--- config.mk ---
export PLATFORM = sky130hd
export DESIGN_NAME = gain_adjust
export DESIGN_NICKNAME = d
export VERILOG_FILES = /design/src/bpm_pkg.sv /design/src/gain_adjust.sv
export SDC_FILE = /design/constraint.sdc
export NUM_CORES = 2
export LEC_CHECK = 0
export BUFFER_PORTS_ARGS = -buffer_cell sky130_fd_sc_hd__buf_4
export CORE_UTILIZATION = 45
export CTS_CLUSTER_DIAMETER = 120
export DETAILED_ROUTE_END_ITERATION = 8
export PLACE_DENSITY = 0.69
export REMOVE_ABC_BUFFERS = 1
export SETUP_SLACK_MARGIN = 0.02
export SYNTH_ARGS = -nofsm -noshare
export SYNTH_HDL_FRONTEND = slang
export SYNTH_SLANG_ARGS = --single-unit
--- constraint.sdc ---
create_clock -name clk -period 6 [get_ports clk]
set_input_delay 0.6 -clock clk [delete_from_list [all_inputs] [get_ports clk]]
set_output_delay 0.6 -clock clk [all_outputs]
set_load 0.01 [all_outputs]
--- src/bpm_pkg.sv ---
`default_nettype none

package bpm_pkg;

	////////////////////////////////////////
	// widths
	////////////////////////////////////////
	localparam int NUM_CH       = 4;    // electrodes a..d
	localparam int SAMPLE_W     = 16;
	localparam int ACC_W        = 48;   // sum of squares
	localparam int POWER_W      = 32;   // top bits of the accumulator
	localparam int GAIN_W       = 16;
	localparam int GAIN_SHIFT   = 15;   // 1.15 gain, 0x8000 is unity
	localparam int WORD_W       = 32;
	localparam int EVT_W        = 16;
	localparam int STATUS_W     = 16;

	// slow fifo and packet
	localparam int SFIFO_DEPTH  = 32;
	localparam int PACKET_WORDS = 8;
	localparam int FIFO_CNT_W   = $clog2(SFIFO_DEPTH) + 1; // holds 0..depth

	////////////////////////////////////////
	// types
	////////////////////////////////////////
	typedef logic signed [SAMPLE_W-1:0]         sample_t;
	typedef logic        [ACC_W-1:0]            acc_t;
	typedef logic        [POWER_W-1:0]          power_t;
	typedef logic        [GAIN_W-1:0]           gain_t;
	typedef logic        [WORD_W-1:0]           word_t;
	typedef logic        [EVT_W-1:0]            evt_num_t;
	typedef logic        [STATUS_W-1:0]         status_t;
	typedef logic        [FIFO_CNT_W-1:0]       fifo_cnt_t;
	typedef logic [$clog2(SFIFO_DEPTH)-1:0]     fifo_ptr_t;  // wraps on its own
	typedef logic [$clog2(PACKET_WORDS)-1:0]    word_idx_t;

	// packet header word, ascii "ABPM"
	localparam word_t PACKET_ID = 32'h4142504d;

	// adc full scale, either rail flags overflow
	localparam sample_t SAMPLE_MAX = 16'sh7fff;
	localparam sample_t SAMPLE_MIN = 16'sh8000;

	// packer fsm
	typedef enum logic {
		PACK_IDLE,   // waiting for adj_rdy
		PACK_SEND    // streaming the 8 words
	} pack_state_t;

endpackage

`default_nettype wire

--- src/gain_adjust.sv ---
`timescale 1ns/1ps
`default_nettype none

module gain_adjust import bpm_pkg::*; (
	input  wire          clk,
	input  wire          RST_EVENT_NO,
	input  wire          power_rdy,
	input  wire power_t  power_a,
	input  wire power_t  power_b,
	input  wire power_t  power_c,
	input  wire power_t  power_d,
	input  wire gain_t   gain_a,
	input  wire gain_t   gain_b,
	input  wire gain_t   gain_c,
	input  wire gain_t   gain_d,
	output power_t       adj_a,
	output power_t       adj_b,
	output power_t       adj_c,
	output power_t       adj_d,
	output logic         adj_rdy
);

	power_t                                 pwr    [NUM_CH];
	gain_t                                  gain   [NUM_CH];
	logic [POWER_W+GAIN_W-1:0]              prod   [NUM_CH]; // stage one
	logic [POWER_W+GAIN_W-GAIN_SHIFT-1:0]   scaled [NUM_CH]; // 33 bits after shift
	power_t                                 adj    [NUM_CH]; // stage two
	logic                                   v1;
	logic                                   v2;

	assign pwr[0]  = power_a;
	assign pwr[1]  = power_b;
	assign pwr[2]  = power_c;
	assign pwr[3]  = power_d;
	assign gain[0] = gain_a;
	assign gain[1] = gain_b;
	assign gain[2] = gain_c;
	assign gain[3] = gain_d;

	// stage valids
	always_ff @(posedge clk) begin
		if (RST_EVENT_NO) begin
			v1 <= 1'b0;
			v2 <= 1'b0;
		end else begin
			v1 <= power_rdy;
			v2 <= v1;
		end
	end

	always_comb begin
		for (int i = 0; i < NUM_CH; i++)
			scaled[i] = prod[i][POWER_W+GAIN_W-1:GAIN_SHIFT];  // >> GAIN_SHIFT
	end

	always_ff @(posedge clk) begin
		for (int i = 0; i < NUM_CH; i++) begin
			if (power_rdy)
				prod[i] <= pwr[i] * gain[i];
			if (v1)
				adj[i] <= scaled[i][POWER_W] ? '1 : scaled[i][POWER_W-1:0];  // clip at max
		end
	end

	assign adj_rdy = v2;  // power_rdy + 2
	assign adj_a   = adj[0];
	assign adj_b   = adj[1];
	assign adj_c   = adj[2];
	assign adj_d   = adj[3];

endmodule

`default_nettype wire

# ---- Word-level counts from Yosys, hierarchy flattened
# Memory sizes are Yosys's and may differ from the RTL's.
# Index checks and enable logic that the tools add are counted.
dict set report totals {
  regBits 2
  mem_bits_rw 320
  inputBits 195
  out_inout_bits 129
  memories 2
}
# name depth word_bits rd rd_clocked_by_memory_dff wr line_no
set mem_list {}
lappend mem_list {prod 4 48 4 0 4 gain_adjust.sv:25} ;# logic [POWER_W+GAIN_W-1:0] prod [NUM_CH];
lappend mem_list {adj 4 32 4 0 4 gain_adjust.sv:27} ;# power_t adj [NUM_CH];
dict set report classes {
  multipliers 4
  mux 8
}
# operator n
set op_table {}
lappend op_table {{multiplier 32 x 16 -> 48 bit} 4}
lappend op_table {{2-to-1 mux 32 bit} 4}
lappend op_table {{2-to-1 mux 1 bit} 4}

# ---- Longest topological paths before layout
dict set report logic_depth {
  depth_word 2
  depth_mapped 24
  mapped_depth_nobuf 23
}

# ---- Worst setup path before layout
# No wires, ideal clock.
dict set report synth_timing {
  path_kind {input port to flip-flop}
  startpoint {input port gain_b[1]}
  endpoint {memory prod[1][41] (netlist name), data pin}
  t_arrival_ps 6108
  setup_slack_ps -367
  stages 24
  path_buffers 2
  cell_sequence {clkbuf_1 nand2_1 fa_1 inv_1 fa_1 inv_1 fa_1 inv_1 fa_1 fa_1 inv_1 fa_1 inv_1 ha_1 clkbuf_1 a21oi_1 nand2_1 a21oi_1 o21ai_0 or3_1 o211a_1 a22o_1 a21oi_1 xnor2_1}
}
# element line_no
set synth_lines {}
lappend synth_lines {{from (decl)} gain_adjust.sv:13} ;# input wire gain_t gain_b,
lappend synth_lines {{to (decl)} gain_adjust.sv:25}

==> out/metrics.cfg <==
[logic_synthesis]
synth_edf_count = 260
synth-main-ff-cell = edfxtp_1
postSynthAreaPerCell_sq_um = 9.418
ys_ff_latch = 262
synth_xor_area_share_pct = 1.616
netlist_instances = 7538
synth_fa_ha_area_share_pct = 55.28
ys_seq_area_share_pct = 11.05
synthMuxAreaShare_pct = 0.02996
async_flop_share_pct = 0
synth_top_family_by_area = adder cells
yosysWarningCount = 0
synthTopCellsByArea = fa_1 47%, edfxtp_1 11%, inv_1 9.4%
yosysTopAreaCell = fa_1
ys_types = 76
netlist_area_sq_um = 71000
synth_compound_area_share_pct = 3.816
synth_simple_gate_area_share_pct = 16.96
synth_top_area_share_pct = 47.03

[clock_network]
clk_pin_slew_worst_paths_ns = 0.06
cts_hold_buffers = 0
clockBufferDepth = 3
root_buffer = clkbuf_16
clock_latency_ns = 0.60
cts_tree = built
cts_buffers = 36
htree_levels = 2
cts.sinks = 262

[drt]
drc = 0
wl_per_cell_um = 18.10
drt_iter0_drc = 3387
antenna_left = 0
vias = 53380
routed_wl_um = 189900
drt_first_pass_iters = 6
viasPerCell = 5.087

[placement]
port_buffers = 323
dpl-instance-area_sq_um = 81240
gp_congestion = 0.9290
hpwl_um = 158400
pre_cts_ws_ns = -0.9745

[sta]
fmax_ghz = 0.1673
relSlewSlack_pct = 23.57
slew_viol_final = 0
timing.final.ws_setup_ns = 0.02406
fin_crit_sh_pct = 99.60
hold_viol = 0
grt_setup_unrepaired = yes
worst_pin_slew_ns = 1.146
fin_crit_ns = 5.976
finalSetupViolations = 0
fin_setup_tns_ns = 0
clock_skew_ns = 0.04261

[global_route]
grt_pass1_wl_um = 308500
antenna_found_initial = 6
grt_start_max_net_pins = 61
grt_overflow = 0
grt_pass1_vias = 59150
grt_use_total_pct = 24.51

[setup_path]
worstSetupPathType = in -> reg
crit_path_end_kind = flip-flop
worst-path-max-fanout = 17
cp.arrival_ns = 6.41
critPathLaunchType = input pin
crit_required_ns = 6.43

[layout]
final_area_sq_um = 85120
syn_to_final_growth_pct = 19.89
final_cell_mix = 1749 x inv_1, 1613 x fa_1, 1268 x nand2_1
fin_util_pct = 54.43
fin_nets = 10730
drive_gt1_share_pct = 19.97
final_common_cell = inv_1

[die]
fp-row-count = 145
core_sq_um = 156400
initial_core_util_pct = 45.40
die_h_um = 399.2
die_w_um = 399.2
ios = 324
die_area_sq_um = 159400

[run]
max_cap_violations = 0

[status]
outcome = complete, no violations

[hold_path]
hp-class = in -> reg

## area by class of cell
class / count / area, sq um
fill: 13630 / 71270
sequential: 262 / 7851
clock buffer: 44 / 973.4
multi-input combinational: 5153 / 56730
antenna: 7 / 17.52
timing repair buffer: 1168 / 10020
tap: 2058 / 2575
inverter: 1779 / 6678
clock inverter: 22 / 272.8
## path summary, 6_finish.rpt
kind | from | end | slack, ns | cells after the start
max | gain_c[1] | prod[2][47] | 0.02 | 23
min | RST_EVENT_NO | v1 | 0.15 | 2
max reg2reg | v1 | adj[3][0] | 3.83 | 1
min reg2reg | prod[3][18] | adj[3][3] | 0.50 | 1
## synthesized netlist by cell type, types with 5 or more instances
library cell / n
clkbuf_1: 342
o211ai_1: 6
a211oi_1: 8
nor2_1: 60
and2_1: 848
o21bai_1: 22
a31oi_1: 16
nor3_1: 15
a21o_1: 61
a21boi_0: 5
inv_1: 1779
and3_1: 14
o21ai_1: 13
o21a_1: 8
nor2b_1: 14
nand3_1: 32
o21ai_0: 57
xor2_1: 44
ha_1: 468
or2_2: 133
nand2_1: 1287
a21oi_1: 154
nand4_1: 35
fa_1: 1668
xnor2_1: 87
nand2b_1: 5
edfxtp_1: 260
## logic make-up after synthesis
family,count (synthesis)
simple gates,2468
fa+ha+maj,2136
buf+inv,2123
compound gates,416
flops,262
xor+xnor,131
mux,2
## registers in the layout (all words and copies together) (netlist names)
signal / flops
v1: 1
prod: 132
adj: 128
adj_rdy: 1
## routing by layer
layer | wire length (um) | global-route usage [%]
met5 | 34 | 0
met4 | 6198 | 7.859
met3 | 11520 | 3.356
met2 | 94790 | 42.02
met1 | 77390 | 32.01
## metrics by stage
stage / hold slack (ns) / cells
6_report: 0.1511 / 10490
2_1_floorplan: 0.4787 / 7194
4_1_cts: 0.09211 / 10450
3_5_place_dp: 0.4844 / 10380
5_1_grt: 0.1202 / 10490
3_3_place_gp: 0.4850 / 10380
## repair_timing
action | 4_1_cts | 5_1_grt
setup endpoints to repair | 54 | 78
endpoints found under the hold margin | 0 | 0
cloned | 0 | 4
gates resized for setup | 69 | 459
pin swaps | 30 | 194
setup buffers | 4 | 31
## critical path, stage by stage
cell and delay (ns):
buf_6 0.13, buf_4 0.14, buf_12 0.14, nand2_1 0.10
fa_1 0.52, fa_1 0.53, fa_1 0.53, inv_2 0.04
fa_1 0.48, fa_1 0.53, inv_1 0.06, fa_1 0.49
inv_2 0.05, ha_4 0.29, a21o_1 0.19, a31o_4 0.13
o21ai_2 0.07, a31oi_4 0.20, nor4_4 0.07, or3_4 0.36
a211o_1 0.35, and3_1 0.17, a311oi_1 0.22
Power is left out: the tool's default activity adds up to more than one toggle a clock period on the data nets, which glitch-free logic cannot reach.
