## config.mk

```make
export PLATFORM = sky130hd
export DESIGN_NAME = power_accum
export DESIGN_NICKNAME = d
export VERILOG_FILES = /design/src/bpm_pkg.sv /design/src/power_accum.sv
export SDC_FILE = /design/constraint.sdc
export NUM_CORES = 2
export LEC_CHECK = 0
export BUFFER_PORTS_ARGS = -buffer_cell sky130_fd_sc_hd__buf_2
export CAP_MARGIN = 20
export CORE_ASPECT_RATIO = 1.25
export CORE_MARGIN = 3
export CORE_UTILIZATION = 55
export CTS_CLUSTER_SIZE = 24
export DETAILED_ROUTE_END_ITERATION = 6
export PLACE_DENSITY = 0.72
export SYNTH_ARGS = -nofsm -noshare
export SYNTH_HDL_FRONTEND = slang
export SYNTH_SLANG_ARGS = --single-unit
export TNS_END_PERCENT = 30
```

## constraint.sdc

```tcl
create_clock -name clk -period 24.1 [get_ports clk]
set_input_delay 3.615 -clock clk [delete_from_list [all_inputs] [get_ports clk]]
set_output_delay 3.615 -clock clk [all_outputs]
set_load 0.05 [all_outputs]
```

## src/bpm_pkg.sv

```systemverilog
`default_nettype none

package bpm_pkg;

	////////////////////////////////////////
	// widths
	////////////////////////////////////////
	localparam int NUM_CH       = 4;    // electrodes a..d
	localparam int SAMPLE_W     = 16;
	localparam int ACC_W        = 48;   // sum of squares
	localparam int POWER_W      = 32;   // top bits of the accumulator
	localparam int GAIN_W       = 16;
	localparam int GAIN_SHIFT   = 15;   // 1.15 gain, 0x8000 is unity
	localparam int WORD_W       = 32;
	localparam int EVT_W        = 16;
	localparam int STATUS_W     = 16;

	// slow fifo and packet
	localparam int SFIFO_DEPTH  = 32;
	localparam int PACKET_WORDS = 8;
	localparam int FIFO_CNT_W   = $clog2(SFIFO_DEPTH) + 1; // holds 0..depth

	////////////////////////////////////////
	// types
	////////////////////////////////////////
	typedef logic signed [SAMPLE_W-1:0]         sample_t;
	typedef logic        [ACC_W-1:0]            acc_t;
	typedef logic        [POWER_W-1:0]          power_t;
	typedef logic        [GAIN_W-1:0]           gain_t;
	typedef logic        [WORD_W-1:0]           word_t;
	typedef logic        [EVT_W-1:0]            evt_num_t;
	typedef logic        [STATUS_W-1:0]         status_t;
	typedef logic        [FIFO_CNT_W-1:0]       fifo_cnt_t;
	typedef logic [$clog2(SFIFO_DEPTH)-1:0]     fifo_ptr_t;  // wraps on its own
	typedef logic [$clog2(PACKET_WORDS)-1:0]    word_idx_t;

	// packet header word, ascii "ABPM"
	localparam word_t PACKET_ID = 32'h4142504d;

	// adc full scale, either rail flags overflow
	localparam sample_t SAMPLE_MAX = 16'sh7fff;
	localparam sample_t SAMPLE_MIN = 16'sh8000;

	// packer fsm
	typedef enum logic {
		PACK_IDLE,   // waiting for adj_rdy
		PACK_SEND    // streaming the 8 words
	} pack_state_t;

endpackage

`default_nettype wire

```

## src/power_accum.sv

```systemverilog
`timescale 1ns/1ps
`default_nettype none

module power_accum import bpm_pkg::*; (
	input  wire           clk,
	input  wire           RST_EVENT_NO,
	input  wire           sample_valid,
	input  wire           sample_last,
	input  wire sample_t  sample_a,
	input  wire sample_t  sample_b,
	input  wire sample_t  sample_c,
	input  wire sample_t  sample_d,
	output power_t        power_a,
	output power_t        power_b,
	output power_t        power_c,
	output power_t        power_d,
	output logic          power_rdy
);

	sample_t                 smp     [NUM_CH];
	logic [2*SAMPLE_W-1:0]   sq      [NUM_CH];  // never negative, max 2^30
	acc_t                    acc     [NUM_CH];
	acc_t                    acc_nxt [NUM_CH];
	power_t                  pwr     [NUM_CH];

	assign smp[0] = sample_a;
	assign smp[1] = sample_b;
	assign smp[2] = sample_c;
	assign smp[3] = sample_d;

	////////////////////////////////////////
	// square and add
	////////////////////////////////////////
	always_comb begin
		for (int i = 0; i < NUM_CH; i++) begin
			sq[i]      = smp[i] * smp[i];        // signed multiply
			acc_nxt[i] = acc[i] + acc_t'(sq[i]); // zero extended
		end
	end

	always_ff @(posedge clk) begin
		if (RST_EVENT_NO) begin
			power_rdy <= 1'b0;
			for (int i = 0; i < NUM_CH; i++)
				acc[i] <= '0;
		end else begin
			power_rdy <= sample_valid && sample_last;  // one cycle after last
			if (sample_valid) begin
				for (int i = 0; i < NUM_CH; i++)
					acc[i] <= sample_last ? '0 : acc_nxt[i];  // restart per event
			end
		end
	end

	// scaled power, top 32 of 48 bits
	always_ff @(posedge clk) begin
		if (sample_valid && sample_last) begin
			for (int i = 0; i < NUM_CH; i++)
				pwr[i] <= acc_nxt[i][ACC_W-1 -: POWER_W];
		end
	end

	assign power_a = pwr[0];
	assign power_b = pwr[1];
	assign power_c = pwr[2];
	assign power_d = pwr[3];

endmodule

`default_nettype wire

```

# After elaboration in Yosys (flattened, before gate mapping)
# Memories as Yosys holds them, arrays and structs flattened.
# Cells that the tools add are included.
[op_classes]
n_addsub = 4
n_mul = 4
mux = 15
n_bitwise = 4
reduce_logical = 1
[ops]
columns = ["op", "n"]
rows = [
  ["$mux W48", 8],
  ["$add A48 B32 Y48", 4],
  ["$mul A16 B16 Y32", 4],
  ["$mux W1", 7],
  ["$or A1 B1 Y1", 4],
  ["$logic_and A1 B1 Y1", 1],
]
[totals]
reg_bits = 1
ram_bits = 320
in_bits = 68
wordCells = 31
n_memories = 2
[memory_table]
columns = ["name", "depth", "word_bits", "read_ports", "rd_ports_with_merged_regs", "write_ports", "line_no", "text"]
rows = [
  ["acc", 4, 48, 4, 0, 4, "power_accum.sv:22", "acc_t acc [NUM_CH];"],
  ["pwr", 4, 32, 4, 0, 4, "power_accum.sv:24", "power_t pwr [NUM_CH];"],
]

# Longest topological paths before layout
[depth]
word_depth = 4
depth_mapped = 36
depth_no_buf = 34

# Worst setup path before layout
# No wires, ideal clock.
[synth_timing]
kind = "in2reg"
from = "input port sample_b[1]"
to = "memory acc[1][35] in the netlist's numbering, data pin"
setup_ps = 255
t_arrival_ps = 11184
required_time_ps = 23845
path_slack_ps = 12661
stages = 31
path_cell_list = "clkbuf_1 clkbuf_1 nand2_1 fa_1 fa_1 fa_1 inv_1 fa_1 fa_1 inv_1 fa_1 inv_1 ha_1 and3_1 and3_1 and3_1 or2_2 a21o_1 a311o_1 a21oi_1 xnor2_1 ha_1 clkbuf_1 and4_1 a211oi_1 o21ai_1 a221o_1 o2111ai_1 a21oi_1 xor2_1 and2_1"
[synth_rtl]
columns = ["item", "line_no", "text"]
rows = [
  ["from (decl)", "power_accum.sv:10", "input wire sample_t sample_b,"],
  ["to (decl)", "power_accum.sv:22", ""],
]

==> results.yml <==
timing:
  finalCritPeriodShare_pct: 49.6
  fin_ws_ps: 12150
  finalHoldViolCount: 0
  slew_headroom_pct: 29.2
  max_freq_ghz: 0.0837
  post-route-min-period_ps: 11950
  rsz0062_at_grt: "false"
  drv_slew: 0
  fin_setup_tns_ps: 0
  worst_pin_slew_ps: 1060
  skew_ps: 24.6
  finalSetupViolCount: 0
placed_design:
  io_buffers: 196
  dp_hpwl_mm: 99.4
  dp_slack_ps: 11600
  placed_cell_area_um2: 56600
  gp_congestion: 0.914
final_layout:
  final-seq-area_um2: 9630
  area_growth_pct: 6.47
  nets: 7229
  final_area_um2: 57900
  drive_gt1_share_pct: 5.52
  multi_input_area_um2: 39300
  fillCellCount: 8415
yosys:
  synthCells: 5621
  async_flop_share_pct: 0
  syn_avg_cell_area_um2: 9.68
  yosys_warnings: 0
  synth-edff-count: 320
  yosys-top-cells-area: "fa_1, edfxtp_1, ha_1, inv_1, xnor2_1"
  ys_ff_latch: 321
  netlist.area_leader.share_pct: 35.0
  synth_area_um2: 54400
  yosys.area.top_type: "fa_1"
  yosysUniqueCellTypes: 75
  ys.flop_type: "edfxtp_1"
  ys_seq_area_share_pct: 17.7
  syn-num-nets: 7121
min_path:
  hold_class: "reg -> reg"
  worst_hold_path.num_cells: 1
cts:
  cts_buffers: 40
  hold_buffers: 0
  clockRootBuffer: "clkbuf_16"
  cts_tree: "yes"
  cts_setup_buffers: 0
  cts.sinks: 321
  clock_latency_ps: 560
  clk_pin_slew_worst_paths_ps: 60
  clockBufferDepth: 3
  ctsResizeCount: 0
  htreeDepth: 2
global_route:
  grt_max_degree: 82
  grt_pass1_vias: 40191
  grt.total_usage_pct: 24.3
  grt_pass1_wl_mm: 201
  antenna_found_initial: 3
  grt.overflow.total: 0
setup_path:
  cpPeakStageDelay_ps: 680
  crit_slowest_cell: "fa_1"
  crit_type: "in -> reg"
  start_kind: "input port"
  rr_worst_depth: 11
  required_ps: 24520
  cp_common_cell: "fa_1"
  worstPathMaxFanout: 19
  cp-end-kind: "flip-flop"
  worstPathArrival_ps: 12370
die:
  core_um2: 97900
  die_w_um: 287
  die-area_um2: 103000
  rows: 128
  io-pin-count: 197
  die_h_um: 358
  start_util_pct: 55.6
drt:
  via_per_inst: 5.37
  detail_route.drc_violations: 0
  drtIter0Drc: 2074
  wl_per_cell_um: 17.2
  totalWireLength_mm: 122
  vias: 37907
  antenna_left: 0
  first_pass_iters: 6
job:
  cap_violations: 0
outcome:
  status: "finished clean"
## cells in the final DEF, fill, tap and decap left out, types with 23 or more instances in the layout
master / Yosys / layout
nand4_1: 28 / 28
xnor2_1: 207 / 207
a21oi_1: 223 / 223
o21a_1: 26 / 26
xor2_1: 115 / 115
buf_2: 1 / 196
o21bai_1: 32 / 32
and3_1: 49 / 49
nor2_1: 284 / 284
ha_1: 481 / 481
a211oi_1: 23 / 23
edfxtp_1: 320 / 320
and2_1: 286 / 285
nand3_1: 61 / 61
a31oi_1: 25 / 25
clkbuf_16: 0 / 41
nand2_1: 454 / 454
a21o_1: 118 / 118
fa_1: 951 / 951
o21ai_0: 119 / 119
nor3_1: 41 / 41
inv_1: 1331 / 1331
nor2b_1: 25 / 25
nand2b_1: 50 / 50
## metrics by stage
step	std cells	util (%)	hold WS, ps
final	7062	59.2	564
after global routing	7060	59.2	588
after CTS	7060	59.2	567
after detailed placement	6987	57.8	567
after global placement	6987	57.8	571
after floorplan	5621	-	544
## cell families after synthesis
group,Yosys count,synth area share (%)
simple gates,1356,12.1
flops,321,17.7
buf+inv,1468,10.1
fa+ha+maj,1432,46.1
mux,19,0.359
xor+xnor,322,5.18
compound gates,703,8.44
## final timing paths
path	from	endpoint	slack, ps
min	acc[1][47]	pwr[1][31]	560
min reg2reg	acc[1][47]	pwr[1][31]	560
max	sample_a[15]	acc[0][42]	12150
max reg2reg	acc[2][0]	pwr[2][28]	20230
## per-layer routing
metal	GRT usage, %	up-vias	part of all wire [%]
li1	-	17832	-
met1	31.0	18956	41
met2	43.3	893	51
met3	2.78	226	4.8
met4	7.92	0	3.4
met5	0	-	0
## critical path: cells and delay by family
| family | cells | cell delay (ps) |
|---|---|---|
| AND/OR/NAND/NOR | 10 | 1930 |
| buffers and inverters | 4 | 1060 |
| AO/OA/AOI/OAI | 7 | 1480 |
| XOR/XNOR | 2 | 330 |
| adder cells (fa/ha/maj) | 8 | 3920 |
## final cells by class
type	count	share of cell area (%)
flip-flops and latches	321	16.6
diodes	2	0.00864
repair buffers	203	1.78
clock inverters	28	0.551
multi-input cells	3832	67.8
well taps	1300	2.81
clock buffers	45	1.80
inverters	1331	8.62
## state kept, by name (all words and copies together) (netlist names)
signal and count:
acc 192, power_rdy 1, pwr 128
## cell usage after synthesis (14+ instances only)
cell type  count
inv_1       1331
fa_1         951
ha_1         481
nand2_1      454
edfxtp_1     320
and2_1       286
nor2_1       284
a21oi_1      223
xnor2_1      207
clkbuf_1     133
o21ai_0      119
a21o_1       118
xor2_1       115
nand3_1       61
nand2b_1      50
and3_1        49
nor3_1        41
o21bai_1      32
nand4_1       28
o21a_1        26
a31oi_1       25
nor2b_1       25
a211oi_1      23
o211ai_1      20
or3_1         20
and4_1        15
mux2i_1       15
o31ai_1       14
Power is not shown: default switching activity piles up to over one toggle a cycle in this logic, so the estimate is an artifact.
