$ cat config.mk
export PLATFORM = sky130hd
export DESIGN_NAME = peak_tracker
export DESIGN_NICKNAME = d
export VERILOG_FILES = /design/src/bpm_pkg.sv /design/src/peak_tracker.sv
export SDC_FILE = /design/constraint.sdc
export NUM_CORES = 1
export LEC_CHECK = 0
export BUFFER_PORTS_ARGS = -buffer_cell sky130_fd_sc_hd__buf_2
export CORE_MARGIN = 5
export CORE_UTILIZATION = 62
export DETAILED_ROUTE_END_ITERATION = 8
export PLACE_DENSITY = 0.86
export SYNTH_ARGS = -nofsm -noshare
export SYNTH_HDL_FRONTEND = slang
export SYNTH_SLANG_ARGS = --single-unit
$ cat constraint.sdc
create_clock -name clk -period 3.9 [get_ports clk]
set_clock_uncertainty 0.05 [all_clocks]
set_input_delay 0.585 -clock clk [delete_from_list [all_inputs] [get_ports clk]]
set_output_delay 0.585 -clock clk [all_outputs]
set_load 0.01 [all_outputs]
$ cat src/bpm_pkg.sv
`default_nettype none

package bpm_pkg;

	////////////////////////////////////////
	// widths
	////////////////////////////////////////
	localparam int NUM_CH       = 4;    // electrodes a..d
	localparam int SAMPLE_W     = 16;
	localparam int ACC_W        = 48;   // sum of squares
	localparam int POWER_W      = 32;   // top bits of the accumulator
	localparam int GAIN_W       = 16;
	localparam int GAIN_SHIFT   = 15;   // 1.15 gain, 0x8000 is unity
	localparam int WORD_W       = 32;
	localparam int EVT_W        = 16;
	localparam int STATUS_W     = 16;

	// slow fifo and packet
	localparam int SFIFO_DEPTH  = 32;
	localparam int PACKET_WORDS = 8;
	localparam int FIFO_CNT_W   = $clog2(SFIFO_DEPTH) + 1; // holds 0..depth

	////////////////////////////////////////
	// types
	////////////////////////////////////////
	typedef logic signed [SAMPLE_W-1:0]         sample_t;
	typedef logic        [ACC_W-1:0]            acc_t;
	typedef logic        [POWER_W-1:0]          power_t;
	typedef logic        [GAIN_W-1:0]           gain_t;
	typedef logic        [WORD_W-1:0]           word_t;
	typedef logic        [EVT_W-1:0]            evt_num_t;
	typedef logic        [STATUS_W-1:0]         status_t;
	typedef logic        [FIFO_CNT_W-1:0]       fifo_cnt_t;
	typedef logic [$clog2(SFIFO_DEPTH)-1:0]     fifo_ptr_t;  // wraps on its own
	typedef logic [$clog2(PACKET_WORDS)-1:0]    word_idx_t;

	// packet header word, ascii "ABPM"
	localparam word_t PACKET_ID = 32'h4142504d;

	// adc full scale, either rail flags overflow
	localparam sample_t SAMPLE_MAX = 16'sh7fff;
	localparam sample_t SAMPLE_MIN = 16'sh8000;

	// packer fsm
	typedef enum logic {
		PACK_IDLE,   // waiting for adj_rdy
		PACK_SEND    // streaming the 8 words
	} pack_state_t;

endpackage

`default_nettype wire

$ cat src/peak_tracker.sv
`timescale 1ns/1ps
`default_nettype none

module peak_tracker import bpm_pkg::*; (
	input  wire                clk,
	input  wire                RST_EVENT_NO,
	input  wire                sample_valid,
	input  wire                sample_last,
	input  wire sample_t       sample_a,
	input  wire sample_t       sample_b,
	input  wire sample_t       sample_c,
	input  wire sample_t       sample_d,
	output sample_t            peak_a,
	output sample_t            peak_b,
	output sample_t            peak_c,
	output sample_t            peak_d,
	output logic [NUM_CH-1:0]  ovf       // bit 3 is a, bit 0 is d
);

	sample_t            smp     [NUM_CH];  // index 0 is a
	sample_t            run_max [NUM_CH];
	sample_t            nxt_max [NUM_CH];
	sample_t            peak    [NUM_CH];  // held until next event ends
	logic [NUM_CH-1:0]  run_ovf;
	logic [NUM_CH-1:0]  nxt_ovf;
	logic               first;             // next valid sample opens an event

	assign smp[0] = sample_a;
	assign smp[1] = sample_b;
	assign smp[2] = sample_c;
	assign smp[3] = sample_d;

	// running max restarts on the first sample
	always_comb begin
		for (int i = 0; i < NUM_CH; i++) begin
			if (first || (smp[i] > run_max[i]))
				nxt_max[i] = smp[i];
			else
				nxt_max[i] = run_max[i];
			// ovf bits run a..d from msb down
			nxt_ovf[NUM_CH-1-i] = (!first && run_ovf[NUM_CH-1-i]) ||
				(smp[i] == SAMPLE_MAX) || (smp[i] == SAMPLE_MIN);
		end
	end

	always_ff @(posedge clk) begin
		if (RST_EVENT_NO)
			first <= 1'b1;
		else if (sample_valid)
			first <= sample_last;   // last sample closes the event
	end

	always_ff @(posedge clk) begin
		if (sample_valid) begin
			run_max <= nxt_max;
			run_ovf <= nxt_ovf;
			if (sample_last) begin
				peak <= nxt_max;    // results for this event
				ovf  <= nxt_ovf;
			end
		end
	end

	assign peak_a = peak[0];
	assign peak_b = peak[1];
	assign peak_c = peak[2];
	assign peak_d = peak[3];

endmodule

`default_nettype wire

-- Word level (Yosys, flattened, before mapping)
Cells that the tools add are included.
- flip-flop bits (word level): 137
- input bits: 68
- word-level logic and storage cells: 45
- order comparisons: 4
- equality and inequality tests: 8
- multiplexer cells: 4
- reduce and logical (&&, ||, !) cells: 18
- operators with widths (kind ; number):
    16-bit equality test, second input constant ; 8
    16-bit > comparator ; 4
    16-bit two-way mux ; 4
    1-bit logical OR ; 12
    1-bit logical AND ; 4
    2-bit AND reduction ; 1
    1-bit zero test ; 1

-- Depth between registers and ports, before layout
- word-level depth: 4
- gate-level depth with buffers: 9

-- Worst setup path after synthesis
Ideal clock, no wire load.
- path kind: input-to-reg
- start: in sample_a[6]
- end: reg peak, in the netlist peak_a[10], data pin
- library setup time: 0.262 ns
- data arrival time: 2.429 ns
- setup slack: 1.160 ns
- stages on the path: 8
- path buffers: 1
- cells stage by stage: ha_1 > a21oi_1 > nand2_1 > a211o_1 > o22ai_2 > mux2i_4 > buf_6 > mux2_4
- RTL lines (what ; line ; text):
    start, declared ; peak_tracker.sv:9 ; input wire sample_t sample_a,
    end signal, assigned ; peak_tracker.sv:58 ; peak <= nxt_max;
    end, declared ; peak_tracker.sv:23 ; sample_t peak [NUM_CH];

==> flow_summary.json <==
{
  "status": "finished clean",
  "reg2regPathDepth": 8,
  "layout-area-overhead-vs-synth_pct": 16.5,
  "cts_buffer_depth": 2,
  "clock.fmax_mhz": 336,
  "r2r-end": "peak_a[15]",
  "worstSkewPairLatency_ps": 420,
  "met2_wirelength_mm": 10.6,
  "drt_first_iter_violations": 760,
  "route.vias.total": 7560,
  "slew_violations": 0,
  "synth-seq-cells": 137,
  "syn_avg_cell_area_um2": 10.2,
  "path_buf_inv": 1,
  "layout_worst_path_cycle_share": 0.762,
  "fp.dieW_um": 128,
  "post-route-min-period_ps": 2970,
  "n_fill_cell": 983,
  "synthDistinctLibCells": 47,
  "share_of_cells_above_drive_strength_1": 0.207,
  "crit-reg2reg-launch": "run_max[54]",
  "drv_cap": 0,
  "multi_input_area_um2": 4140,
  "cts-buffers-inserted": 17,
  "yosys_warnings": 0,
  "cell_internal_pwr_w": 0.00318,
  "number_of_flops_mapped_to_enable_cells_by_yosys": 136,
  "post_synth_most_frequent_cells": "136 x edfxtp_1, 102 x nand3_1, 68 x inv_1",
  "post-synth-top-area-fraction": 0.470,
  "hold_viol": 0,
  "clkSlewWorstSetupHoldPaths_ps": 60,
  "post_cts_resized": 0,
  "p_switching_w": 0.00127,
  "critical-path-top-delay-family": "multiplexers",
  "vias_per_cell": 6.44,
  "cp-end-kind": "flop",
  "cell_count_of_the_worst_hold_path": 2,
  "path_class": "flop to flop",
  "cpMaxStageDelayCell": "mux2i_4",
  "yosys_most_used_dff": "edfxtp_1",
  "cp_cell_sequence": "inv_1 > ha_1 > a21oi_1 > nand2_1 > a211o_1 > o22ai_2 > mux2i_4 > mux2_2",
  "worst_path_max_stage_delay_ps": 740,
  "dr.max_layer_used": "met4",
  "port_buffers": 135,
  "regArea_um2": 4110,
  "synth_cells": 856,
  "vdd_ir_drop_max_uv": 338,
  "grt_pass1_vias": 7246,
  "synthDominantAreaCellType": "edfxtp_1",
  "async_reset_ff_frac": 0,
  "wl_per_cell_um": 18.5,
  "ctsRootBufferMaster": "clkbuf_16",
  "drcViolationCount": 0,
  "pwr-share-comb": 0.222,
  "mappedNetlistArea_um2": 8690,
  "htreeDepth": 4,
  "min_from": "RST_EVENT_NO",
  "critPathMaxFanout": 16,
  "grt_overflow": 0,
  "detailedPlace.worstSlack_ps": 624,
  "worst_slew_pin_slew_ps": 1000,
  "post_cts.repair.setup_buffers": 0,
  "grt_max_degree": 80,
  "number_of_top_level_pins": 136,
  "net_count_reported_at_finish": 1113,
  "timing.setup.tns_ps": 0,
  "placed_cell_area_um2": 9540,
  "finalWeightedCongestion": 0.886,
  "initial_utilization": 0.629,
  "m1WireLength_mm": 8.99,
  "core_region_area_um2": 13800,
  "dr.pass1.iters": 5,
  "die-area_um2": 16500,
  "finalPower_w": 0.00445,
  "p_per_area_nw_per_um2": 439,
  "min_to": "first",
  "slew-limit-headroom": 0.332,
  "crit_arrival_ps": 3090,
  "grt_pass1_wl_mm": 35.2,
  "vert_die_dim_um": 128,
  "numClockSinks": 137,
  "startpoint_type": "flop",
  "sw_frac_of_total": 0.285,
  "clock_power_share": 0.360,
  "synth-seq-area-share": 0.472,
  "synth_top_cells_by_area": "edfxtp_1 47%, ha_1 9.2%, nand3_1 5.9%",
  "postCtsHoldBufs": 0,
  "yosys.cell_count.top_type": "edfxtp_1",
  "p_leak_nw": 4.18,
  "routed_wl_mm": 21.8,
  "min_path_type": "input port to flop",
  "clock_tree_from_tritoncts": "done",
  "number_of_antenna_violations_at_the_first_check_in_global_routing": 0,
  "num_antenna_cells": 0,
  "grt_util_all_layers": 0.264,
  "dpl.hpwl_mm": 14.3,
  "postRouteAntennaNets": 0,
  "share_seq_of_total_power": 0.418,
  "routed_length_on_met3_mm": 1.72,
  "row_count": 43,
  "layout_setup_ws_ps": 928,
  "synth_nets": 988,
  "ff2ff_setup_slack_ps": 930,
  "required_ps": 4020,
  "grt_setup_unrepaired": "no",
  "fin_area_um2": 10100,
  "setup_viol_count_final": 0
}
flip-flops by register name (all words and copies together), names as in the netlist:
name     flops
first        1
ovf          4
peak_a      16
peak_b      16
peak_c      16
peak_d      16
run_max     64
run_ovf      4
metrics by stage:
stage / cells / utilization / hold WS, ps
6_report: 1174 / 0.732 / 311
5_1_grt: 1174 / 0.732 / 305
4_1_cts: 1174 / 0.732 / 299
3_5_place_dp: 1142 / 0.690 / 517
3_3_place_gp: 1142 / 0.690 / 498
2_1_floorplan: 856 / - / 476
kinds of logic after synthesis:
logic type	after synthesis	synth area share
AND/OR/NAND/NOR	342	0.209
AO/OA/AOI/OAI	180	0.147
buffers and inverters	116	0.0523
adder cells (fa/ha/maj)	64	0.0921
multiplexers	17	0.0276
flip-flops	137	0.472
cell type report:
type | instances | area share
clock buffer | 19 | 0.0427
clock inverter | 13 | 0.0151
inverter | 68 | 0.0252
multi-input combinational | 603 | 0.408
sequential | 137 | 0.406
tap | 180 | 0.0222
timing repair buffer | 154 | 0.0808
power by group through the flow:
stage	combinational, W	sequential (W)	clock [W]
floorplan	0.000633	0.00189	0
global placement	0.000922	0.00188	0
detailed placement	0.000962	0.00189	0
CTS	0.000977	0.00186	0.00162
global route	0.00110	0.00187	0.00169
finish	0.000987	0.00186	0.00160
metal layers:
| metal | vias to the layer above | GRT usage |
|---|---|---|
| li1 | 3530 | - |
| met1 | 3589 | 0.349 |
| met2 | 384 | 0.434 |
| met3 | 57 | 0.0569 |
| met4 | 0 | 0.0893 |
| met5 | - | 0 |
layout by cell type, fill, tap and decap left out, drive strengths merged, types with 3 or more instances in the layout:
cell      netlist  routed
ha             64      64
inv            68      69
a21oi          25      25
clkinv          0       6
o31a            9       9
clkinvlp        0       3
a21o           36      36
or3            22      22
a31oi          15      15
nor4b           4       4
bufinv          0       3
nand4b          5       5
o211ai         21      21
mux2           16      16
nand2          35      35
a22oi          39      39
buf            14     154
o21ai          19      19
nor2           60      60
and3           10      10
nand4          28      28
nor4           33      33
clkbuf         34      19
nor3            3       3
nand2b         15      15
edfxtp        136     136
nand3         102     102
nor2b          20      20
worst max path at each step:
stage                           start          end  depth (start not counted)
after CTS                 run_max[54]   peak_a[15]                          8
after global routing      run_max[54]  run_max[63]                          8
final                     run_max[54]   peak_a[15]                          8
after floorplan           sample_a[6]   peak_a[10]                          8
after detailed placement  sample_a[6]   peak_a[15]                          8
after global placement    sample_a[6]   peak_a[15]                          8
Note: power is estimated with default switching activity, not from simulation.
