## src/bpm_pkg.sv

```systemverilog
`default_nettype none

package bpm_pkg;

	////////////////////////////////////////
	// widths
	////////////////////////////////////////
	localparam int NUM_CH       = 4;    // electrodes a..d
	localparam int SAMPLE_W     = 16;
	localparam int ACC_W        = 48;   // sum of squares
	localparam int POWER_W      = 32;   // top bits of the accumulator
	localparam int GAIN_W       = 16;
	localparam int GAIN_SHIFT   = 15;   // 1.15 gain, 0x8000 is unity
	localparam int WORD_W       = 32;
	localparam int EVT_W        = 16;
	localparam int STATUS_W     = 16;

	// slow fifo and packet
	localparam int SFIFO_DEPTH  = 32;
	localparam int PACKET_WORDS = 8;
	localparam int FIFO_CNT_W   = $clog2(SFIFO_DEPTH) + 1; // holds 0..depth

	////////////////////////////////////////
	// types
	////////////////////////////////////////
	typedef logic signed [SAMPLE_W-1:0]         sample_t;
	typedef logic        [ACC_W-1:0]            acc_t;
	typedef logic        [POWER_W-1:0]          power_t;
	typedef logic        [GAIN_W-1:0]           gain_t;
	typedef logic        [WORD_W-1:0]           word_t;
	typedef logic        [EVT_W-1:0]            evt_num_t;
	typedef logic        [STATUS_W-1:0]         status_t;
	typedef logic        [FIFO_CNT_W-1:0]       fifo_cnt_t;
	typedef logic [$clog2(SFIFO_DEPTH)-1:0]     fifo_ptr_t;  // wraps on its own
	typedef logic [$clog2(PACKET_WORDS)-1:0]    word_idx_t;

	// packet header word, ascii "ABPM"
	localparam word_t PACKET_ID = 32'h4142504d;

	// adc full scale, either rail flags overflow
	localparam sample_t SAMPLE_MAX = 16'sh7fff;
	localparam sample_t SAMPLE_MIN = 16'sh8000;

	// packer fsm
	typedef enum logic {
		PACK_IDLE,   // waiting for adj_rdy
		PACK_SEND    // streaming the 8 words
	} pack_state_t;

endpackage

`default_nettype wire

```

## src/packet_builder.sv

```systemverilog
`timescale 1ns/1ps
`default_nettype none

module packet_builder import bpm_pkg::*; (
	input  wire                     clk,
	input  wire                     RST_EVENT_NO,
	input  wire                     adj_rdy,
	input  wire power_t             adj_a,
	input  wire power_t             adj_b,
	input  wire power_t             adj_c,
	input  wire power_t             adj_d,
	input  wire sample_t            peak_a,
	input  wire sample_t            peak_b,
	input  wire sample_t            peak_c,
	input  wire sample_t            peak_d,
	input  wire [NUM_CH-1:0]        ovf,
	input  wire fifo_cnt_t          fifo_count,
	output logic                    fifo_wr,
	output word_t                   fifo_din
);

	pack_state_t  state;
	word_idx_t    idx;           // word being written
	evt_num_t     evt_num;
	evt_num_t     snap_evt;
	status_t      snap_status;
	sample_t      snap_peak [NUM_CH];
	power_t       snap_adj  [NUM_CH];
	logic         room;
	logic         accept;

	// whole packet must fit, else event dropped
	assign room   = fifo_count <= fifo_cnt_t'(SFIFO_DEPTH - PACKET_WORDS);
	assign accept = adj_rdy && (state == PACK_IDLE) && room;

	// counts sent and dropped events alike
	always_ff @(posedge clk) begin
		if (RST_EVENT_NO)
			evt_num <= '0;
		else if (adj_rdy)
			evt_num <= evt_num + 1'b1;
	end

	////////////////////////////////////////
	// packer fsm
	////////////////////////////////////////
	always_ff @(posedge clk) begin
		if (RST_EVENT_NO) begin
			state <= PACK_IDLE;
			idx   <= '0;
		end else begin
			case (state)
				PACK_IDLE: begin
					idx <= '0;
					if (accept)
						state <= PACK_SEND;
				end
				PACK_SEND: begin
					idx <= idx + 1'b1;
					if (idx == word_idx_t'(PACKET_WORDS - 1))
						state <= PACK_IDLE;  // last word this cycle
				end
				default: state <= PACK_IDLE;
			endcase
		end
	end

	// snapshot, number taken before its increment
	always_ff @(posedge clk) begin
		if (accept) begin
			snap_evt     <= evt_num;
			snap_status  <= {ovf, {(STATUS_W - NUM_CH){1'b0}}};
			snap_peak[0] <= peak_a;
			snap_peak[1] <= peak_b;
			snap_peak[2] <= peak_c;
			snap_peak[3] <= peak_d;
			snap_adj[0]  <= adj_a;
			snap_adj[1]  <= adj_b;
			snap_adj[2]  <= adj_c;
			snap_adj[3]  <= adj_d;
		end
	end

	assign fifo_wr = (state == PACK_SEND);  // adj_rdy + 1 for word 0

	always_comb begin
		case (idx)
			3'd0:    fifo_din = PACKET_ID;
			3'd1:    fifo_din = {snap_status, snap_evt};
			3'd2:    fifo_din = {snap_peak[0], snap_peak[1]};
			3'd3:    fifo_din = {snap_peak[2], snap_peak[3]};
			3'd4:    fifo_din = snap_adj[0];
			3'd5:    fifo_din = snap_adj[1];
			3'd6:    fifo_din = snap_adj[2];
			default: fifo_din = snap_adj[3];  // word 7
		endcase
	end

endmodule

`default_nettype wire

```

## config.mk

```make
export PLATFORM = sky130hd
export DESIGN_NAME = packet_builder
export DESIGN_NICKNAME = d
export VERILOG_FILES = /design/src/bpm_pkg.sv /design/src/packet_builder.sv
export SDC_FILE = /design/constraint.sdc
export NUM_CORES = 1
export LEC_CHECK = 0
export BUFFER_PORTS_ARGS = -buffer_cell sky130_fd_sc_hd__buf_2
export CORE_UTILIZATION = 46
export CTS_CLUSTER_SIZE = 30
export DETAILED_ROUTE_END_ITERATION = 8
export PLACE_DENSITY = 0.71
export SYNTH_ARGS = -nofsm -noshare
export SYNTH_HDL_FRONTEND = slang
export SYNTH_SLANG_ARGS = --single-unit
export TNS_END_PERCENT = 50
```

## constraint.sdc

```tcl
create_clock -name clk -period 31.6 [get_ports clk]
set_input_delay 1.58 -clock clk [delete_from_list [all_inputs] [get_ports clk]]
set_output_delay 1.58 -clock clk [all_outputs]
set_load 0.02 [all_outputs]
```

Word-level counts from Yosys, hierarchy flattened

Memories as Yosys holds them, arrays and structs flattened.
Cells that the tools add are included.

Multiplexer cells: 6
Reduce and logical (&&, ||, !) cells: 3
Eq/ne operators: 7
Bitwise logic cells: 1
$lt $le $gt $ge: 1
$add $sub $neg: 2

Operator list:

| kind                  | number |
|---|---|
| $pmux 32 s7           | 1 |
| $add 16x1->16 const B | 1 |
| $eq 3x3->1 const B    | 4 |
| $eq 3x2->1 const B    | 2 |
| $le 6x5->1 const B    | 1 |
| $pmux 3 s2            | 1 |
| $add 3x1->3 const B   | 1 |
| $eq 3x1->1 const B    | 1 |
| $logic_not 3->1       | 1 |
| $mux 1                | 3 |
| $logic_and 1x1->1     | 2 |
| $pmux 1 s2            | 1 |
| $not 1->1             | 1 |

Bits of input ports: 205
Output and inout bits: 33
Memories: 2
Word-level logic and storage cells: 27
Register bits after elaboration: 40
Bits in writable memories: 192

Memories:

| name      | depth | bits a word | rd ports | clocked after Yosys merged registers in | write ports | line                 | text |
|---|---|---|---|---|---|---|---|
| snap_adj  | 4     | 32          | 4        | 0                                       | 4           | packet_builder.sv:28 | `power_t snap_adj [NUM_CH];` |
| snap_peak | 4     | 16          | 4        | 0                                       | 4           | packet_builder.sv:27 | `sample_t snap_peak [NUM_CH];` |

Logic depth before layout (Yosys ltp)

Depth after elaboration: 5
Depth in mapped cells: 10
Depth with buffers taken out: 5

Worst setup path after synthesis

OpenSTA, ideal clock, no wires.

Path kind: input to register
Start point: input adj_rdy
End point: register state, in the netlist fifo_wr
Data required time: 31.449 ns
Path buffers: 1
Slack: 7.434 ns
Data arrival time: 24.016 ns
Setup time: 0.151 ns
Cell stages on the path: 4
Path through: buf_2 -> inv_1 -> nor4_1 -> o21ba_2

Cells in the longest elaborated chain, start to end: 4

RTL lines:

| element                        | line                 | text |
|---|---|---|
| start, declared                | packet_builder.sv:7  | `input wire adj_rdy,` |
| $logic_and 1x1->1 (2 in a row) | packet_builder.sv:34 | `assign accept = adj_rdy && (state == PACK_IDLE) && room;` |
| named net accept               | packet_builder.sv:30 | `logic accept;` |
| $mux 1                         | packet_builder.sv:55 | `if (accept)` |
| $pmux 1 s2                     | packet_builder.sv:52 | `case (state)` |
| end signal, assigned           | packet_builder.sv:56 | `state <= PACK_SEND;` |
| end signal, assigned           | packet_builder.sv:61 | `state <= PACK_IDLE;` |
| end signal, assigned           | packet_builder.sv:63 | `default: state <= PACK_IDLE;` |
| end, declared                  | packet_builder.sv:22 | `pack_state_t state;` |

The timed path passes the listed nets, and every way through them passes these cells.
A chain may end at the register's enable or synchronous reset.

Worst setup path in the final report

Start point: register idx[0]
End point: output fifo_din[22]

Cells in the longest elaborated chain, start to end: 2
Elaborated cells between the ends (all ways): 8
Classes of those cells: 6 x eq/ne; 1 x mux; 1 x reduce/logical

RTL lines:

| element                                  | line                 | text |
|---|---|---|
| start, declared                          | packet_builder.sv:23 | `word_idx_t idx;` |
| start signal, assigned                   | packet_builder.sv:59 | `idx <= idx + 1'b1;` |
| $eq 3x3->1, or another cell as far along | packet_builder.sv:87 | `case (idx)` |
| $pmux 32 s7 (*)                          | packet_builder.sv:87 |  |
| end, declared                            | packet_builder.sv:19 | `output word_t fifo_din` |

Mark *: on every way between the ends. The rest lies on a longest branch, timed or not.

==> metrics.md <==
| Metric | Value |
|---|---|
| Post-synth top area share | 72.0% |
| Area contributors post-synth | edfxtp_1, dfxtp_1, mux2_2 |
| Delay-heaviest family, CP | adder cells |
| Number of hold buffers added after cts | 0 |
| Clock Path Buffers | 3 |
| Finished Layout Cells | 1030 |
| Largest net degree at the start of global routing | 88 |
| CTS buffer count | 25 |
| Top-level I/O count | 238 |
| Clock network fraction of design power | 41.9% |
| Sink Count | 232 |
| Drt wl/cell | 20.3 um |
| Site Rows | 50 |
| Post-DP HPWL | 13900 um |
| Leading area contributor after synthesis | edfxtp_1 |
| Async SR Flop Fraction | 0% |
| Die width | 141 um |
| Minimum clock period | 5.18 ns |
| Number of flops mapped to enable cells by yosys | 212 |
| Outcome | finished clean |
| Worst-margin pin slew | 1.10 ns |
| Simple-gate portion of the synthesized area | 5.74% |
| Max Clock Skew | 0.00877 ns |
| Synthesized area | 8850 sq um |
| Critical Path RT | 30.02 ns |
| Post-Synth Adder-Cell Area | 0.990% |
| Buffers and inverters on the worst path | 1 |
| Total GRT Usage | 20.5% |
| Gp weighted congestion | 0.822 |
| Syn avg cell area | 16.4 sq um |
| Via-per-instance ratio | 5.57 |
| Post-CTS Setup Inserts | 0 |
| Sw frac | 20.3% |
| Top post-synthesis cells by count | edfxtp_1, nor2_1, mux2_2 |
| Slew HR | 26.5% |
| Synth unique cells | 39 |
| Synth Area in XOR/XNOR | 0.297% |
| Mux cell area share after synthesis | 4.67% |
| Share of layout cells above drive strength 1 | 40.2% |
| CP Max Fanout | 61 |
| Core Region | 18800 sq um |
| Antenna violations before repair | 3 |
| Final period util | 16.4% |
| DRC | 0 |
| Crit start category | flop |
| Number of max-cap violations | 0 |
| RSZ-0062 raised after global routing | false |
| Yosys warns | 0 |
| Worst-path cell chain | ha_1 -> ha_2 -> or4_4 -> a21boi_1 -> a31oi_1 -> buf_2 |
| Internal | 533 uW |
| Post-Syn Nets | 752 |
| Dominant synthesized flop cell | edfxtp_1 |
| Pins Over Slew Limit | 0 |
| Slowest stage cell, crit path | or4_4 |
| Fmax achieved | 193 MHz |
| Max incr delay on CP | 0.73 ns |
| Worst-Skew Late Latency | 0.50 ns |
| Endpoint class of the critical path | output port |
| Setup Total Neg Slack | 0 ns |
| TritonRoute pass-1 iters | 7 |
| Post-route cell area | 11000 sq um |
| Synth Instances | 540 |
| Comb pwr share | 5.3% |
| Main combinational cell family by area after synthesis | compound AO/OA/AOI/OAI gates |
| Final #Nets | 987 |
| First-pass GRT wire length | 31000 um |
| Worst min path class | reg -> reg |
| CTS Root Cell | clkbuf_16 |
| GRT Residual Overflow | 0 |
| Leakage | 0.00409 uW |
| Vias in the first global route | 5825 |
| Register bit total from synthesis | 232 |
| Dpl cell area | 10200 sq um |
| Layout Area Growth over Synthesis | 24.5% |
| Post-synthesis sequential area ratio | 76.5% |
| CP arrival | 3.60 ns |
| # port buffers | 237 |
| Chip height | 141 um |
| Die footprint | 19800 sq um |
| Sequential cell fraction of total power | 52.8% |
| Clk slew on worst S/H paths | 0.06 ns |
| CTS tree | yes |
| WL final | 20900 um |
| H-tree lvl count | 1 |
| Psw | 136 uW |
| Antenna viol nets, final | 0 |
| PwrDens | 60.7 nW/um^2 |
| Top-count cell post-synth | edfxtp_1 |
| Crit path kind | reg -> out |
| Place WS | 26.94 ns |
| Final Hold Viols | 0 |
| Initial Utilization | 47.1% |
| Post-CTS sizing | 0 |
| Routed vias | 5736 |
| Initial DRC count | 559 |
| Peak supply drop | 0.0491 mV |
| Worst hold margin | 0.458 ns |
| Final setup margin | 26.42 ns |
| # setup viols final | 0 |
| Synth Area in Compound Gates | 9.59% |
| Placed cells | 982 |
[worst register-to-register path, stage by stage (launching register included)]
cell and delay, ns:
dfxtp_1 0.35, nor4_2 0.30, buf_4 0.64, buf_4 0.95
[layout make-up]
type | instances | area (sq um)
Clock inverter | 6 | 63.8
Timing Repair Buffer | 242 | 1220
Multi-Input combinational cell | 267 | 1890
Sequential cell | 232 | 6770
Inverter | 7 | 26.3
Clock buffer | 39 | 738
Tap cell | 234 | 293
Antenna cell | 3 | 7.51
Fill cell | 1435 | 7750
[kinds of logic after synthesis]
family | count (synthesis)
flops | 232
compound gates | 110
simple gates | 110
buf+inv | 41
mux | 37
fa+ha+maj | 7
xor+xnor | 3
[power by group through the flow]
stage                     Combinational [uW]  Clock (uW)  Sequential (uW)
after floorplan                         16.5           0              367
after global placement                  34.8           0              359
after detailed placement                35.8           0              359
after CTS                               36.1         285              353
after global routing                    38.7         295              354
final                                   35.8         280              353
[per-layer routing]
| layer | GRT usage, % | share of wire [%] | vias up |
|---|---|---|---|
| met3 | 4.14 | 7.3 | 45 |
| met2 | 35.2 | 50 | 252 |
| met1 | 25.4 | 40 | 2800 |
| met4 | 8.92 | 3.0 | 0 |
| li1 | - | - | 2639 |
| met5 | 0 | 0 | - |
[placed cells by master (no fill, tap or decap), drive strengths merged, types with 6 or more instances in the layout]
| master | instances |
|---|---|
| edfxtp | 212 |
| a22o | 14 |
| mux2 | 34 |
| ha | 7 |
| a21oi | 9 |
| buf | 242 |
| nor2b | 8 |
| nand2 | 31 |
| nand3 | 6 |
| nor4 | 6 |
| dfxtp | 20 |
| a31oi | 30 |
| o21ai | 8 |
| a222oi | 30 |
| clkbuf | 39 |
| inv | 8 |
| nor2 | 42 |
[path summary, 6_finish.rpt]
path                                   from        endpoint  slack, ns  cells after the start
worst max-delay path                 idx[0]    fifo_din[22]      26.42                      6
worst min-delay path            evt_num[15]    snap_evt[15]       0.46                      0
worst max register to register      fifo_wr  snap_adj[2][7]      28.87                      3
worst min register to register  evt_num[15]    snap_evt[15]       0.46                      0
[state kept, by name, indices dropped and copies added, names as in the netlist]
signal and count:
snap_peak 64, evt_num 16, fifo_wr 1, snap_status 4, snap_adj 128, idx 3
snap_evt 16
[per-stage QoR]
step / total power [uW] / utilization [%]
finish: 669 / 58.7
global route: 688 / 58.7
CTS: 674 / 58.6
detailed placement: 395 / 54.4
global placement: 394 / 54.4
floorplan: 383 / -
(Power assumes the default switching activity.)
